===== src/common/board_consts.svh =====
`ifndef BOARD_CONSTS_SVH
`define BOARD_CONSTS_SVH

// register bus
`define AXI_ADDR_W 5
`define AXI_DATA_W 32

// byte offsets of the register map
`define REG_CTRL 5'h00
`define REG_LEDS 5'h04
`define REG_HEX  5'h08
`define REG_LCD  5'h0C
`define REG_KEY  5'h10

// clocks of ps2_clock high before a partial frame is dropped
`define PS2_IDLE_CYCLES 2000

// lcd bus timing, in clock cycles
`define LCD_SETUP_CYCLES 4
`define LCD_EN_CYCLES    12
`define LCD_HOLD_CYCLES  6

`endif


===== src/common/board_pkg.sv =====
package board_pkg;

	// keyboard receiver
	typedef enum logic [1:0] {
		PS2_IDLE,
		PS2_SHIFT,
		PS2_CHECK
	} ps2_state_e;

	// lcd write sequencer
	typedef enum logic [1:0] {
		LCD_IDLE,
		LCD_SETUP,
		LCD_STROBE,
		LCD_HOLD
	} lcd_state_e;

	// write and read channels of the register slave
	typedef enum logic {
		WR_IDLE,
		WR_RESP
	} axi_wr_state_e;

	typedef enum logic {
		RD_IDLE,
		RD_DATA
	} axi_rd_state_e;

	// AXI response codes, only the two this slave gives
	typedef enum logic [1:0] {
		OKAY   = 2'b00,
		SLVERR = 2'b10
	} axi_resp_e;

endpackage


===== src/ps2/ps2_receiver.sv =====
`include "board_consts.svh"

module ps2_receiver (
	input  logic       clock,
	input  logic       rst_n,
	input  logic       ps2_clock,
	input  logic       ps2_data,
	output logic [7:0] key_code,
	output logic       key_valid,
	output logic       frame_error
);
	import board_pkg::*;

	localparam int IDLE_W = $clog2(`PS2_IDLE_CYCLES + 1);

	logic [1:0]        clock_sync;
	logic [1:0]        data_sync;
	logic              clock_prev;
	logic              fall;
	ps2_state_e        state;
	logic [10:0]       frame;
	logic [3:0]        bit_count;
	logic [IDLE_W-1:0] idle_count;
	logic              frame_ok;

	// both lines idle high, so the synchronizers reset to one
	always_ff @(posedge clock) begin
		if (!rst_n) begin
			clock_sync <= 2'b11;
			data_sync <= 2'b11;
			clock_prev <= 1'b1;
		end else begin
			clock_sync <= {clock_sync[0], ps2_clock};
			data_sync <= {data_sync[0], ps2_data};
			clock_prev <= clock_sync[1];
		end
	end

	assign fall = clock_prev & ~clock_sync[1];

	// bits arrive lsb first, so shift in from the top
	always_ff @(posedge clock) begin
		if (fall) begin
			frame <= {data_sync[1], frame[10:1]};
		end
	end

	always_ff @(posedge clock) begin
		if (!rst_n) begin
			state <= PS2_IDLE;
			bit_count <= '0;
			idle_count <= '0;
		end else begin
			case (state)
				PS2_IDLE: begin
					idle_count <= '0;
					if (fall) begin
						bit_count <= 4'd1;
						state <= PS2_SHIFT;
					end
				end
				PS2_SHIFT: begin
					if (fall) begin
						idle_count <= '0;
						bit_count <= bit_count + 4'd1;
						// start bit was edge one, stop bit is edge eleven
						if (bit_count == 4'd10) begin
							state <= PS2_CHECK;
						end
					end else if (clock_sync[1]) begin
						if (idle_count == IDLE_W'(`PS2_IDLE_CYCLES - 1)) begin
							state <= PS2_IDLE;
						end else begin
							idle_count <= idle_count + IDLE_W'(1);
						end
					end else begin
						idle_count <= '0;
					end
				end
				PS2_CHECK: begin
					state <= PS2_IDLE;
				end
				default: begin
					state <= PS2_IDLE;
				end
			endcase
		end
	end

	// start low, stop high, odd parity over data and parity bit
	assign frame_ok = ~frame[0] & frame[10] & (^frame[9:1]);

	assign key_code = frame[8:1];
	assign key_valid = (state == PS2_CHECK) & frame_ok;
	assign frame_error = (state == PS2_CHECK) & ~frame_ok;

	// one result per frame, one cycle long
	assert property (@(posedge clock) disable iff (!rst_n)
		!(key_valid && frame_error));
	assert property (@(posedge clock) disable iff (!rst_n)
		(key_valid || frame_error) |=> !(key_valid || frame_error));

endmodule


===== src/lcd/lcd_writer.sv =====
`include "board_consts.svh"

module lcd_writer (
	input  logic       clock,
	input  logic       rst_n,
	input  logic       lcd_req,
	input  logic [7:0] lcd_byte,
	input  logic       lcd_rs_in,
	output logic       lcd_busy,
	output logic [7:0] lcd_data,
	output logic       lcd_rs,
	output logic       lcd_rw,
	output logic       lcd_en
);
	import board_pkg::*;

	// wide enough for any of the three phases
	localparam int CNT_W = $clog2(`LCD_SETUP_CYCLES + `LCD_EN_CYCLES + `LCD_HOLD_CYCLES);

	lcd_state_e       state;
	logic [CNT_W-1:0] count;

	always_ff @(posedge clock) begin
		if (!rst_n) begin
			state <= LCD_IDLE;
			count <= '0;
			lcd_en <= 1'b0;
		end else begin
			case (state)
				LCD_IDLE: begin
					if (lcd_req) begin
						state <= LCD_SETUP;
						count <= CNT_W'(`LCD_SETUP_CYCLES - 1);
					end
				end
				LCD_SETUP: begin
					if (count == '0) begin
						state <= LCD_STROBE;
						count <= CNT_W'(`LCD_EN_CYCLES - 1);
						lcd_en <= 1'b1;
					end else begin
						count <= count - CNT_W'(1);
					end
				end
				LCD_STROBE: begin
					// controller latches the byte on this falling edge
					if (count == '0) begin
						state <= LCD_HOLD;
						count <= CNT_W'(`LCD_HOLD_CYCLES - 1);
						lcd_en <= 1'b0;
					end else begin
						count <= count - CNT_W'(1);
					end
				end
				LCD_HOLD: begin
					if (count == '0) begin
						state <= LCD_IDLE;
					end else begin
						count <= count - CNT_W'(1);
					end
				end
				default: begin
					state <= LCD_IDLE;
					lcd_en <= 1'b0;
				end
			endcase
		end
	end

	// request byte and rs held from setup through hold
	always_ff @(posedge clock) begin
		if (lcd_req && state == LCD_IDLE) begin
			lcd_data <= lcd_byte;
			lcd_rs <= lcd_rs_in;
		end
	end

	assign lcd_busy = (state != LCD_IDLE);

	// write only
	assign lcd_rw = 1'b0;

	assert property (@(posedge clock) disable iff (!rst_n)
		(lcd_en && $past(lcd_en)) |-> ($stable(lcd_data) && $stable(lcd_rs)));

	// the register block only asks when idle
	assert property (@(posedge clock) disable iff (!rst_n)
		lcd_req |-> !lcd_busy);

endmodule


===== src/verilog/hex_display.sv =====
module hex_display (
	input  logic [31:0] hex_value,
	output logic [6:0]  seg1,
	output logic [6:0]  seg2,
	output logic [6:0]  seg3,
	output logic [6:0]  seg4,
	output logic [6:0]  seg5,
	output logic [6:0]  seg6,
	output logic [6:0]  seg7,
	output logic [6:0]  seg8
);

	// active low, bit0 is segment a, bit6 is segment g
	function automatic logic [6:0] seg_font(input logic [3:0] nibble);
		case (nibble)
			4'h0: seg_font = 7'h40;
			4'h1: seg_font = 7'h79;
			4'h2: seg_font = 7'h24;
			4'h3: seg_font = 7'h30;
			4'h4: seg_font = 7'h19;
			4'h5: seg_font = 7'h12;
			4'h6: seg_font = 7'h02;
			4'h7: seg_font = 7'h78;
			4'h8: seg_font = 7'h00;
			4'h9: seg_font = 7'h10;
			4'hA: seg_font = 7'h08;
			4'hB: seg_font = 7'h03;
			4'hC: seg_font = 7'h46;
			4'hD: seg_font = 7'h21;
			4'hE: seg_font = 7'h06;
			default: seg_font = 7'h0E;
		endcase
	endfunction

	// digit 1 is the lowest nibble
	assign seg1 = seg_font(hex_value[3:0]);
	assign seg2 = seg_font(hex_value[7:4]);
	assign seg3 = seg_font(hex_value[11:8]);
	assign seg4 = seg_font(hex_value[15:12]);
	assign seg5 = seg_font(hex_value[19:16]);
	assign seg6 = seg_font(hex_value[23:20]);
	assign seg7 = seg_font(hex_value[27:24]);
	assign seg8 = seg_font(hex_value[31:28]);

endmodule


===== src/verilog/board_regs.sv =====
`include "board_consts.svh"

module board_regs (
	input  logic                      clock,
	input  logic                      rst_n,
	input  logic [`AXI_ADDR_W-1:0]    awaddr,
	input  logic                      awvalid,
	output logic                      awready,
	input  logic [`AXI_DATA_W-1:0]    wdata,
	input  logic [`AXI_DATA_W/8-1:0]  wstrb,
	input  logic                      wvalid,
	output logic                      wready,
	output board_pkg::axi_resp_e      bresp,
	output logic                      bvalid,
	input  logic                      bready,
	input  logic [`AXI_ADDR_W-1:0]    araddr,
	input  logic                      arvalid,
	output logic                      arready,
	output logic [`AXI_DATA_W-1:0]    rdata,
	output board_pkg::axi_resp_e      rresp,
	output logic                      rvalid,
	input  logic                      rready,
	input  logic [7:0]                key_code,
	input  logic                      key_valid,
	input  logic                      frame_error,
	input  logic                      lcd_busy,
	output logic                      lcd_req,
	output logic [7:0]                lcd_byte,
	output logic                      lcd_rs_in,
	output logic                      lcd_on,
	output logic                      lcd_blon,
	output logic [7:0]                leds,
	output logic [31:0]               hex_value
);
	import board_pkg::*;

	axi_wr_state_e wr_state;
	axi_rd_state_e rd_state;
	logic          wr_accept;
	logic          rd_accept;
	logic          key_clear;
	logic [2:0]    ctrl_reg;
	logic [7:0]    leds_reg;
	logic [31:0]   hex_reg;
	logic [7:0]    key_code_reg;
	logic          key_new;
	logic          key_overrun;
	logic          key_ferr;
	logic [`AXI_DATA_W-1:0] rd_mux;
	axi_resp_e     rd_resp_mux;

	// address and data are taken together, one write in flight
	assign awready = (wr_state == WR_IDLE);
	assign wready = (wr_state == WR_IDLE);
	assign wr_accept = awready & awvalid & wvalid;
	assign bvalid = (wr_state == WR_RESP);

	assign arready = (rd_state == RD_IDLE);
	assign rd_accept = arready & arvalid;
	assign rvalid = (rd_state == RD_DATA);

	always_ff @(posedge clock) begin
		if (!rst_n) begin
			wr_state <= WR_IDLE;
			bresp <= OKAY;
			ctrl_reg <= '0;
			leds_reg <= '0;
			hex_reg <= '0;
		end else if (wr_state == WR_IDLE) begin
			if (wr_accept) begin
				wr_state <= WR_RESP;
				bresp <= OKAY;
				case (awaddr)
					`REG_CTRL: ctrl_reg <= wdata[2:0];
					`REG_LEDS: leds_reg <= wdata[7:0];
					`REG_HEX: hex_reg <= wdata;
					`REG_LCD: begin
						if (lcd_busy) begin
							bresp <= SLVERR;
						end
					end
					default: bresp <= SLVERR;
				endcase
			end
		end else if (bready) begin
			wr_state <= WR_IDLE;
		end
	end

	// combinational so the sequencer starts the cycle after accept
	assign lcd_req = wr_accept & (awaddr == `REG_LCD) & ~lcd_busy;
	assign lcd_byte = wdata[7:0];
	assign lcd_rs_in = wdata[8];

	// key status, a new event beats the read clear
	assign key_clear = rd_accept & (araddr == `REG_KEY);

	always_ff @(posedge clock) begin
		if (!rst_n) begin
			key_code_reg <= '0;
			key_new <= 1'b0;
			key_overrun <= 1'b0;
			key_ferr <= 1'b0;
		end else begin
			if (key_valid) begin
				key_code_reg <= key_code;
			end
			key_new <= key_valid | (key_new & ~key_clear);
			key_overrun <= (key_valid & key_new & ~key_clear) | (key_overrun & ~key_clear);
			key_ferr <= frame_error | (key_ferr & ~key_clear);
		end
	end

	always_comb begin
		rd_mux = '0;
		rd_resp_mux = OKAY;
		case (araddr)
			`REG_CTRL: rd_mux = {29'b0, ctrl_reg};
			`REG_LEDS: rd_mux = {24'b0, leds_reg};
			`REG_HEX: rd_mux = hex_reg;
			`REG_LCD: rd_mux = {31'b0, lcd_busy};
			`REG_KEY: rd_mux = {21'b0, key_ferr, key_overrun, key_new, key_code_reg};
			default: rd_resp_mux = SLVERR;
		endcase
	end

	always_ff @(posedge clock) begin
		if (!rst_n) begin
			rd_state <= RD_IDLE;
			rresp <= OKAY;
		end else if (rd_state == RD_IDLE) begin
			if (rd_accept) begin
				rd_state <= RD_DATA;
				rresp <= rd_resp_mux;
			end
		end else if (rready) begin
			rd_state <= RD_IDLE;
		end
	end

	always_ff @(posedge clock) begin
		if (rd_accept) begin
			rdata <= rd_mux;
		end
	end

	assign lcd_on = ctrl_reg[0];
	assign lcd_blon = ctrl_reg[1];
	assign leds = leds_reg;
	// bit2 puts the last scancode on digits 1 and 2
	assign hex_value = ctrl_reg[2] ? {hex_reg[31:8], key_code_reg} : hex_reg;

	assert property (@(posedge clock) disable iff (!rst_n)
		(bvalid && !bready) |=> (bvalid && $stable(bresp)));
	assert property (@(posedge clock) disable iff (!rst_n)
		(rvalid && !rready) |=> (rvalid && $stable(rdata) && $stable(rresp)));

endmodule


===== src/verilog/board_top.sv =====
`include "board_consts.svh"

module board_top (
	input  logic                      clock,
	input  logic                      rst_n,
	input  logic [`AXI_ADDR_W-1:0]    awaddr,
	input  logic                      awvalid,
	output logic                      awready,
	input  logic [`AXI_DATA_W-1:0]    wdata,
	input  logic [`AXI_DATA_W/8-1:0]  wstrb,
	input  logic                      wvalid,
	output logic                      wready,
	output logic [1:0]                bresp,
	output logic                      bvalid,
	input  logic                      bready,
	input  logic [`AXI_ADDR_W-1:0]    araddr,
	input  logic                      arvalid,
	output logic                      arready,
	output logic [`AXI_DATA_W-1:0]    rdata,
	output logic [1:0]                rresp,
	output logic                      rvalid,
	input  logic                      rready,
	input  logic                      ps2_clock,
	input  logic                      ps2_data,
	output logic [7:0]                leds,
	output logic [7:0]                lcd_data,
	output logic                      lcd_rw,
	output logic                      lcd_en,
	output logic                      lcd_rs,
	output logic                      lcd_on,
	output logic                      lcd_blon,
	output logic [6:0]                seg1,
	output logic [6:0]                seg2,
	output logic [6:0]                seg3,
	output logic [6:0]                seg4,
	output logic [6:0]                seg5,
	output logic [6:0]                seg6,
	output logic [6:0]                seg7,
	output logic [6:0]                seg8
);

	logic [7:0]  key_code;
	logic        key_valid;
	logic        frame_error;
	logic        lcd_busy;
	logic        lcd_req;
	logic [7:0]  lcd_byte;
	logic        lcd_rs_in;
	logic [31:0] hex_value;

	// bus slave in place of the processor
	board_regs regs (
		.clock(clock), .rst_n(rst_n),
		.awaddr(awaddr), .awvalid(awvalid), .awready(awready),
		.wdata(wdata), .wstrb(wstrb), .wvalid(wvalid), .wready(wready),
		.bresp(bresp), .bvalid(bvalid), .bready(bready),
		.araddr(araddr), .arvalid(arvalid), .arready(arready),
		.rdata(rdata), .rresp(rresp), .rvalid(rvalid), .rready(rready),
		.key_code(key_code), .key_valid(key_valid), .frame_error(frame_error),
		.lcd_busy(lcd_busy), .lcd_req(lcd_req), .lcd_byte(lcd_byte),
		.lcd_rs_in(lcd_rs_in), .lcd_on(lcd_on), .lcd_blon(lcd_blon),
		.leds(leds), .hex_value(hex_value)
	);

	// keyboard
	ps2_receiver keyboard (
		.clock(clock), .rst_n(rst_n),
		.ps2_clock(ps2_clock), .ps2_data(ps2_data),
		.key_code(key_code), .key_valid(key_valid), .frame_error(frame_error)
	);

	lcd_writer lcd (
		.clock(clock), .rst_n(rst_n),
		.lcd_req(lcd_req), .lcd_byte(lcd_byte), .lcd_rs_in(lcd_rs_in),
		.lcd_busy(lcd_busy), .lcd_data(lcd_data), .lcd_rs(lcd_rs),
		.lcd_rw(lcd_rw), .lcd_en(lcd_en)
	);

	hex_display digits (
		.hex_value(hex_value),
		.seg1(seg1), .seg2(seg2), .seg3(seg3), .seg4(seg4),
		.seg5(seg5), .seg6(seg6), .seg7(seg7), .seg8(seg8)
	);

endmodule


===== config.mk =====
export PLATFORM = sky130hd
export DESIGN_NAME = board_top
export DESIGN_NICKNAME = d
export VERILOG_FILES = /design/src/common/board_pkg.sv /design/src/ps2/ps2_receiver.sv /design/src/lcd/lcd_writer.sv /design/src/verilog/hex_display.sv /design/src/verilog/board_regs.sv /design/src/verilog/board_top.sv
export VERILOG_INCLUDE_DIRS = /design/src /design/src/common
export SDC_FILE = /design/constraint.sdc
export NUM_CORES = 1
export LEC_CHECK = 0
export ABC_AREA = 1
export ABC_CLOCK_PERIOD_IN_PS = 4400
export BUFFER_PORTS_ARGS = -buffer_cell sky130_fd_sc_hd__buf_2
export CAP_MARGIN = 10
export CELL_PAD_IN_SITES_DETAIL_PLACEMENT = 1
export CELL_PAD_IN_SITES_GLOBAL_PLACEMENT = 1
export CORE_MARGIN = 2
export CORE_UTILIZATION = 40
export DETAILED_ROUTE_END_ITERATION = 16
export GPL_TIMING_DRIVEN = 0
export PLACE_DENSITY = 0.81
export SLEW_MARGIN = 5
export SYNTH_ARGS = -nofsm -noshare
export SYNTH_HDL_FRONTEND = slang
export SYNTH_HIERARCHICAL = 1
export SYNTH_SLANG_ARGS = --single-unit

===== constraint.sdc =====
create_clock -name clock -period 4.4 [get_ports clock]
set_input_delay 1.32 -clock clock [delete_from_list [all_inputs] [get_ports clock]]
set_output_delay 1.32 -clock clock [all_outputs]
set_load 0.01 [all_outputs]

==> results of run 1 <==
per-stage QoR:
step / setup slack (ns) / total power (uW) / hold slack, ns / util
finish: 0.489 / 3430 / 0.405 / 0.490
global route: 0.287 / 3580 / 0.424 / 0.490
CTS: 0.438 / 3470 / 0.407 / 0.490
detailed placement: 0.875 / 2000 / 0.391 / 0.462
global placement: -0.529 / 1980 / 0.390 / 0.461
floorplan: 0.949 / 1830 / 0.386 / -
power breakdown:
group | total [uW] | leakage (uW) | switching, uW | internal [uW]
clock network | 1440 | 0.000290 | 570 | 875
registers | 1430 | 0.00121 | 38.3 | 1390
logic | 552 | 0.00374 | 355 | 197
final timing paths:
path	slack, ns	endpoint	cells past startpoint
worst max-delay path	0.49	seg1[3]	8
worst min-delay path	0.41	keyboard/frame[10]$_DFFE_PP_	0
worst max register to register	2.05	regs/key_code_reg[7]$_SDFFE_PN0P_	13
worst min register to register	0.41	keyboard/frame[10]$_DFFE_PP_	0
placed cells by master, fill, tap and decap left out, drive strengths merged:
| cell type | netlist | final |
|---|---|---|
| xnor2 | 3 | 3 |
| nand2 | 372 | 372 |
| bufinv | 0 | 1 |
| conb | 2 | 3 |
| xor2 | 2 | 2 |
| or2 | 5 | 5 |
| clkinvlp | 0 | 2 |
| o211ai | 1 | 1 |
| mux2 | 7 | 7 |
| nor2 | 195 | 195 |
| nor3 | 5 | 5 |
| clkbuf | 5 | 28 |
| o21bai | 1 | 1 |
| o21ai | 44 | 44 |
| edfxtp | 52 | 52 |
| clkinv | 4 | 9 |
| nand3 | 99 | 99 |
| dfxtp | 88 | 88 |
| a21boi | 1 | 1 |
| ha | 65 | 65 |
| o21a | 1 | 1 |
| a21oi | 31 | 31 |
| inv | 170 | 171 |
| buf | 73 | 239 |
| nor4 | 1 | 1 |
| nand4 | 16 | 16 |
| nand3b | 2 | 2 |
kinds of logic after synthesis:
| group | share of synthesized area |
|---|---|
| other cells | 0.000845 |
| compound gates | 0.0465 |
| fa+ha+maj | 0.0915 |
| simple gates | 0.335 |
| mux | 0.00887 |
| buf+inv | 0.138 |
| flops | 0.374 |
| xor+xnor | 0.00493 |
cell type report:
cell class / instances / area, um^2 / share of cell area
Inverter: 174 / 654 / 0.0612
Timing Repair Buffer: 166 / 846 / 0.0792
Multi-Input combinational cell: 854 / 4350 / 0.407
Clock buffer: 23 / 510 / 0.0478
Tap cell: 280 / 350 / 0.0328
Buffer: 78 / 572 / 0.0535
Sequential cell: 140 / 3320 / 0.311
Clock inverter: 9 / 83.8 / 0.00785
per-layer routing:
layer	global-route usage	part of all wire	up-vias	wire, um
met2	0.391	0.50	152	12400
met4	0.0719	0.021	0	511
li1	-	-	4178	-
met1	0.253	0.44	3914	10900
met3	0.0329	0.034	34	845
met5	0	0	-	0
==> metrics.md, run 1 <==
| Metric | Value |
|---|---|
| Run status | complete, no violations |
| Die ar. | 23,400 um^2 |
| Area share of the largest cell type after synthesis | 0.198 |
| IR drop worst, VDD | 0.275 mV |
| Clock buffer depth | 2 |
| Total power density per cell area | 321 nW/um^2 |
| Drt wl/cell | 14.3 um |
| Final HPWL DP | 19,200 um |
| TritonCTS clock tree | yes |
| # Max-Cap Violations | 0 |
| Clock Latency Late Sink | 0.43 ns |
| Clock-pin slew on the worst setup and hold paths | 0.07 ns |
| Slowest stage delay, CP | 0.66 ns |
| FF-to-FF Start | keyboard/frame[6]$_DFFE_PP_ |
| Yosys cell types | 43 |
| Layout Skew | 0.0114 ns |
| Non-Filler Instances | 1,724 |
| Startpoint Class | register |
| Main synth FF type | dfxtp_1 |
| Sequential cell area fraction in the yosys report | 0.374 |
| First-pass GRT wire length | 41,000 um |
| Final Setup Violations | 0 |
| Die height | 153 um |
| Tot GR Track Use | 0.213 |
| Layout cells sized above 1 | 0.226 |
| GPL Wtd Cong | 0.806 |
| Area delta synth->final | 20.3% |
| Critical-path cell list | buf_2, o21ai_0, inv_1, ha_1, nand2_1, nand3_1, nand2_1, buf_2 |
| Tcrit/Tclk final | 0.889 |
| Final nets | 1,551 |
| Vias in the first global route | 8,470 |
| CTS H-tree depth | 4 |
| Least-Margin Pin Slew | 1.19 ns |
| Post-CTS Resized | 0 |
| Placed cell count | 1,692 |
| Post-DR vias/cell | 4.80 |
| Die width | 153 um |
| WP buf/inv | 3 |
| Area contributors post-synth | dfxtp_1 (20%), edfxtp_1 (18%), nand2_1 (15%) |
| Worst EP required | 3.08 ns |
| Unrepaired setup endpoints after global routing | no |
| Number of synthesized flops with an enable pin | 52 |
| DR iter-0 viols | 276 |
| Row cnt | 54 |
| Vias | 8,278 |
| IO Count | 173 |
| Syn Inst Count | 1,245 |
| Std-Cell Core Area | 21,800 um^2 |
| Post-CTS setup buffer count | 0 |
| Hold_buf cts | 0 |
| Sum of negative setup slack | 0 ns |
| Clk sink count | 140 |
| Synthesis-stage register bit count | 140 |
| Largest net degree at the start of global routing | 25 |
| Gr ovfl total | 0 |
| Static leakage | 0.00524 uW |
| Critical Path Source | regs/ctrl_reg[2]$_SDFFE_PN0P_ |
| Fillcell total | 2,942 |
| DP Area | 10,100 um^2 |
| FMAX | 256 MHz |
| CP arrival | 2.59 ns |
| Final ANT Viol Nets | 0 |
| # DRC | 0 |
| CP top delay family | compound AO/OA/AOI/OAI gates |
| Fin. Hold Viols | 0 |
| Post-route cell area | 10,700 um^2 |
| Hold path start | keyboard/data_sync[1]$_SDFF_PN1_ |
| HP Class | reg -> reg |
| Yosys warnings | 6 |
| Rel. slew slack | 0.207 |
| Synth top cells by count | nand2_1 (361), nor2_1 (183), inv_1 (157), nand3_1 (93), dfxtp_1 (88) |
| Final wirelength | 24,700 um |
| Starting Density | 0.407 |
| Initial antenna violation count | 0 |
| CTS root buf | clkbuf_16 |
| # port buffers | 165 |
| Syn_area_per_cell | 7.14 um^2 |
| Asr flop ratio synth | 0 |
| Dominant cell type by area after synthesis | dfxtp_1 |
| Worst setup path category | reg -> out |
| Final min period | 3.91 ns |
| Ant. Diodes | 0 |
| Num CTS Buffers | 17 |
| Max-slew violation count | 0 |
| Critical Path Sink Type | primary output |
| Post-Syn Area | 8880 um^2 |
| Max FO, Critical Path | 10 |
| Count leader, synth | nand2_1 |
| Worst path slowest cell | o21ai_0 |
| DRT Pass-1 Iters | 4 |
(Power assumes the default switching activity.)
==> inputs of run 2 (changes only) <==
--- a/config.mk
+++ b/config.mk
@@ -16,7 +16,7 @@
 export CORE_UTILIZATION = 40
 export DETAILED_ROUTE_END_ITERATION = 16
 export GPL_TIMING_DRIVEN = 0
-export PLACE_DENSITY = 0.81
+export PLACE_DENSITY = 0.85
 export SLEW_MARGIN = 5
 export SYNTH_ARGS = -nofsm -noshare
 export SYNTH_HDL_FRONTEND = slang
==> metrics.md, run 2 (synthesized netlist as in run 1, its figures left out) <==
| Metric | Value |
|---|---|
| DR iter-0 viols | 307 (+11%) |
| Most common cell after layout, fill and taps aside | nand2_1 |
| Die height | 153 um (unchanged) |
| Static leakage | 0.00525 uW (about the same) |
| Highest routed metal layer | met4 |
| Clock buffer depth | 2 (unchanged) |
| Hold_buf cts | 0 (unchanged) |
| HP Class | reg -> reg |
| Reg-to-reg endpoint | regs/key_code_reg[7]$_SDFFE_PN0P_ |
| Final Setup Violations | 0 (unchanged) |
| Hold path cells | 0 (unchanged) |
| Num CTS Buffers | 17 (unchanged) |
| Clock Latency Late Sink | 0.43 ns (about the same) |
| Std-Cell Core Area | 21,800 um^2 (unchanged) |
| Initial antenna violation count | 1 (+1) |
| GPL Wtd Cong | 0.864 (+7.2%) |
| Starting Density | 0.407 (unchanged) |
| Final ANT Viol Nets | 0 (unchanged) |
| Final min period | 4.03 ns (+0.121 ns) |
| R2R depth | 13 (unchanged) |
| Commonest non-fill, non-tap cells in the layout | nand2_1 (361), nor2_1 (182), buf_2 (176) |
| # Max-Cap Violations | 0 (unchanged) |
| # DRC | 0 (unchanged) |
| Die width | 153 um (unchanged) |
| Max-slew violation count | 0 (unchanged) |
| FMAX | 248 MHz (-3.0%) |
| Gr ovfl total | 0 (unchanged) |
| DRT Pass-1 Iters | 4 (unchanged) |
| FF-to-FF Start | keyboard/frame[3]$_DFFE_PP_ |
| Post-DR vias/cell | 4.76 (-0.88%) |
| Run status | complete, no violations |
| Final nets | 1,551 (unchanged) |
| Largest net degree at the start of global routing | 29 (+16%) |
| Fin. Hold Viols | 0 (unchanged) |
| Final HPWL DP | 19,300 um (+0.85%) |
| Row cnt | 54 (unchanged) |
| Post-route cell area | 10,700 um^2 (+0.14%) |
| TritonCTS clock tree | yes |
| Die ar. | 23,400 um^2 (unchanged) |
| Layout cells sized above 1 | 0.228 (+0.00139) |
| # port buffers | 165 (unchanged) |
| Post-CTS setup buffer count | 0 (unchanged) |
| WL met3 | 984 um (+16%) |
| Worst setup path category | reg -> out |
| First-pass GRT wire length | 41,100 um (+0.19%) |
| Tot GR Track Use | 0.214 (+0.000688) |
| Clock-pin slew on the worst setup and hold paths | 0.06 ns (about the same) |
| Final hold slack | 0.406 ns (+0.000479 ns) |
| Worst EP required | 3.08 ns (about the same) |
| Hold path start | keyboard/data_sync[1]$_SDFF_PN1_ |
| Flop2flop setup slack | 2.09 ns (+0.04 ns) |
| IO Count | 173 (unchanged) |
| CTS root buf | clkbuf_16 |
| Vias | 8,210 (-0.82%) |
| Least-Margin Pin Slew | 1.13 ns (-0.0578 ns) |
| Layout Skew | 0.0125 ns (+0.00106 ns) |
| Non-Filler Instances | 1,725 (+0.058%) |
| Final wirelength | 25,200 um (+2.1%) |
| Placed cell count | 1,692 (unchanged) |
| Area delta synth->final | 20.5% |
| Hold endpoint | keyboard/frame[10]$_DFFE_PP_ |
| Clk sink count | 140 (unchanged) |
| Drt wl/cell | 14.6 um (+2.0%) |
| Startpoint Class | register |
| CP arrival | 2.71 ns (+0.12 ns) |
| Max FO, Critical Path | 10 (unchanged) |
| Post-CTS Resized | 0 (unchanged) |
| Rel. slew slack | 0.245 (+0.0386) |
| Critical Path Sink Type | primary output |
| Unrepaired setup endpoints after global routing | no |
| DP Area | 10,100 um^2 (unchanged) |
| Total power density per cell area | 324 nW/um^2 (+0.90%) |
| CTS H-tree depth | 4 (unchanged) |
| Tcrit/Tclk final | 0.916 (+0.0276) |
| Vias in the first global route | 8,546 (+0.90%) |
| Met2 wire length | 12,700 um (+3.0%) |
| IR drop worst, VDD | 0.335 mV (+22%) |
| Wl on met1 | 11,200 um (+2.4%) |
## run 2: cell type report
class	instances	area, um^2
fillers	2833	11100
inverters	174	654
diodes	1	2.50
clock buffers	18	439
clock inverters	14	168
flip-flops and latches	140	3320
well taps	280	350
plain buffers	78	572
multi-input cells	854	4350
repair buffers	166	846
## run 2: routing by layer
layer  track usage  up-vias
met4        0.0498        0
met2         0.392      139
met5             0        -
met1         0.255     3871
li1              -     4182
met3        0.0462       18
## run 2: worst max-delay path: stages (launching register included)
cell     delay [ns]
dfxtp_1        0.31
buf_2          0.19
o21ai_0        0.78
inv_1          0.28
ha_1           0.39
nand2_1        0.07
nand3_1        0.07
nand2_1        0.07
buf_2          0.12
## run 2: worst max-delay path by stage
stage	from	endpoint	cells past startpoint
detailed placement	regs/ctrl_reg[2]$_SDFFE_PN0P_	seg1[3]	8
global placement	arvalid	regs/key_overrun$_SDFF_PN0_	6
floorplan	arvalid	regs/key_overrun$_SDFF_PN0_	5
global route	regs/ctrl_reg[2]$_SDFFE_PN0P_	seg1[3]	8
finish	regs/ctrl_reg[2]$_SDFFE_PN0P_	seg1[3]	8
CTS	regs/ctrl_reg[2]$_SDFFE_PN0P_	seg1[3]	8
## run 2: power by group
part | total, uW | switching (uW) | internal (uW)
Clock | 1480 | 577 | 906
Combinational | 548 | 351 | 197
Sequential | 1430 | 38.6 | 1390
## run 2: through the flow
step	setup slack [ns]	utilization	setup TNS (ns)	power, uW
after floorplan	0.949	-	0	1830
after detailed placement	0.775	0.462	0	2010
after global placement	-0.472	0.461	-1.39	1980
after CTS	0.314	0.490	0	3500
final	0.368	0.490	0	3460
after global routing	0.164	0.490	0	3630
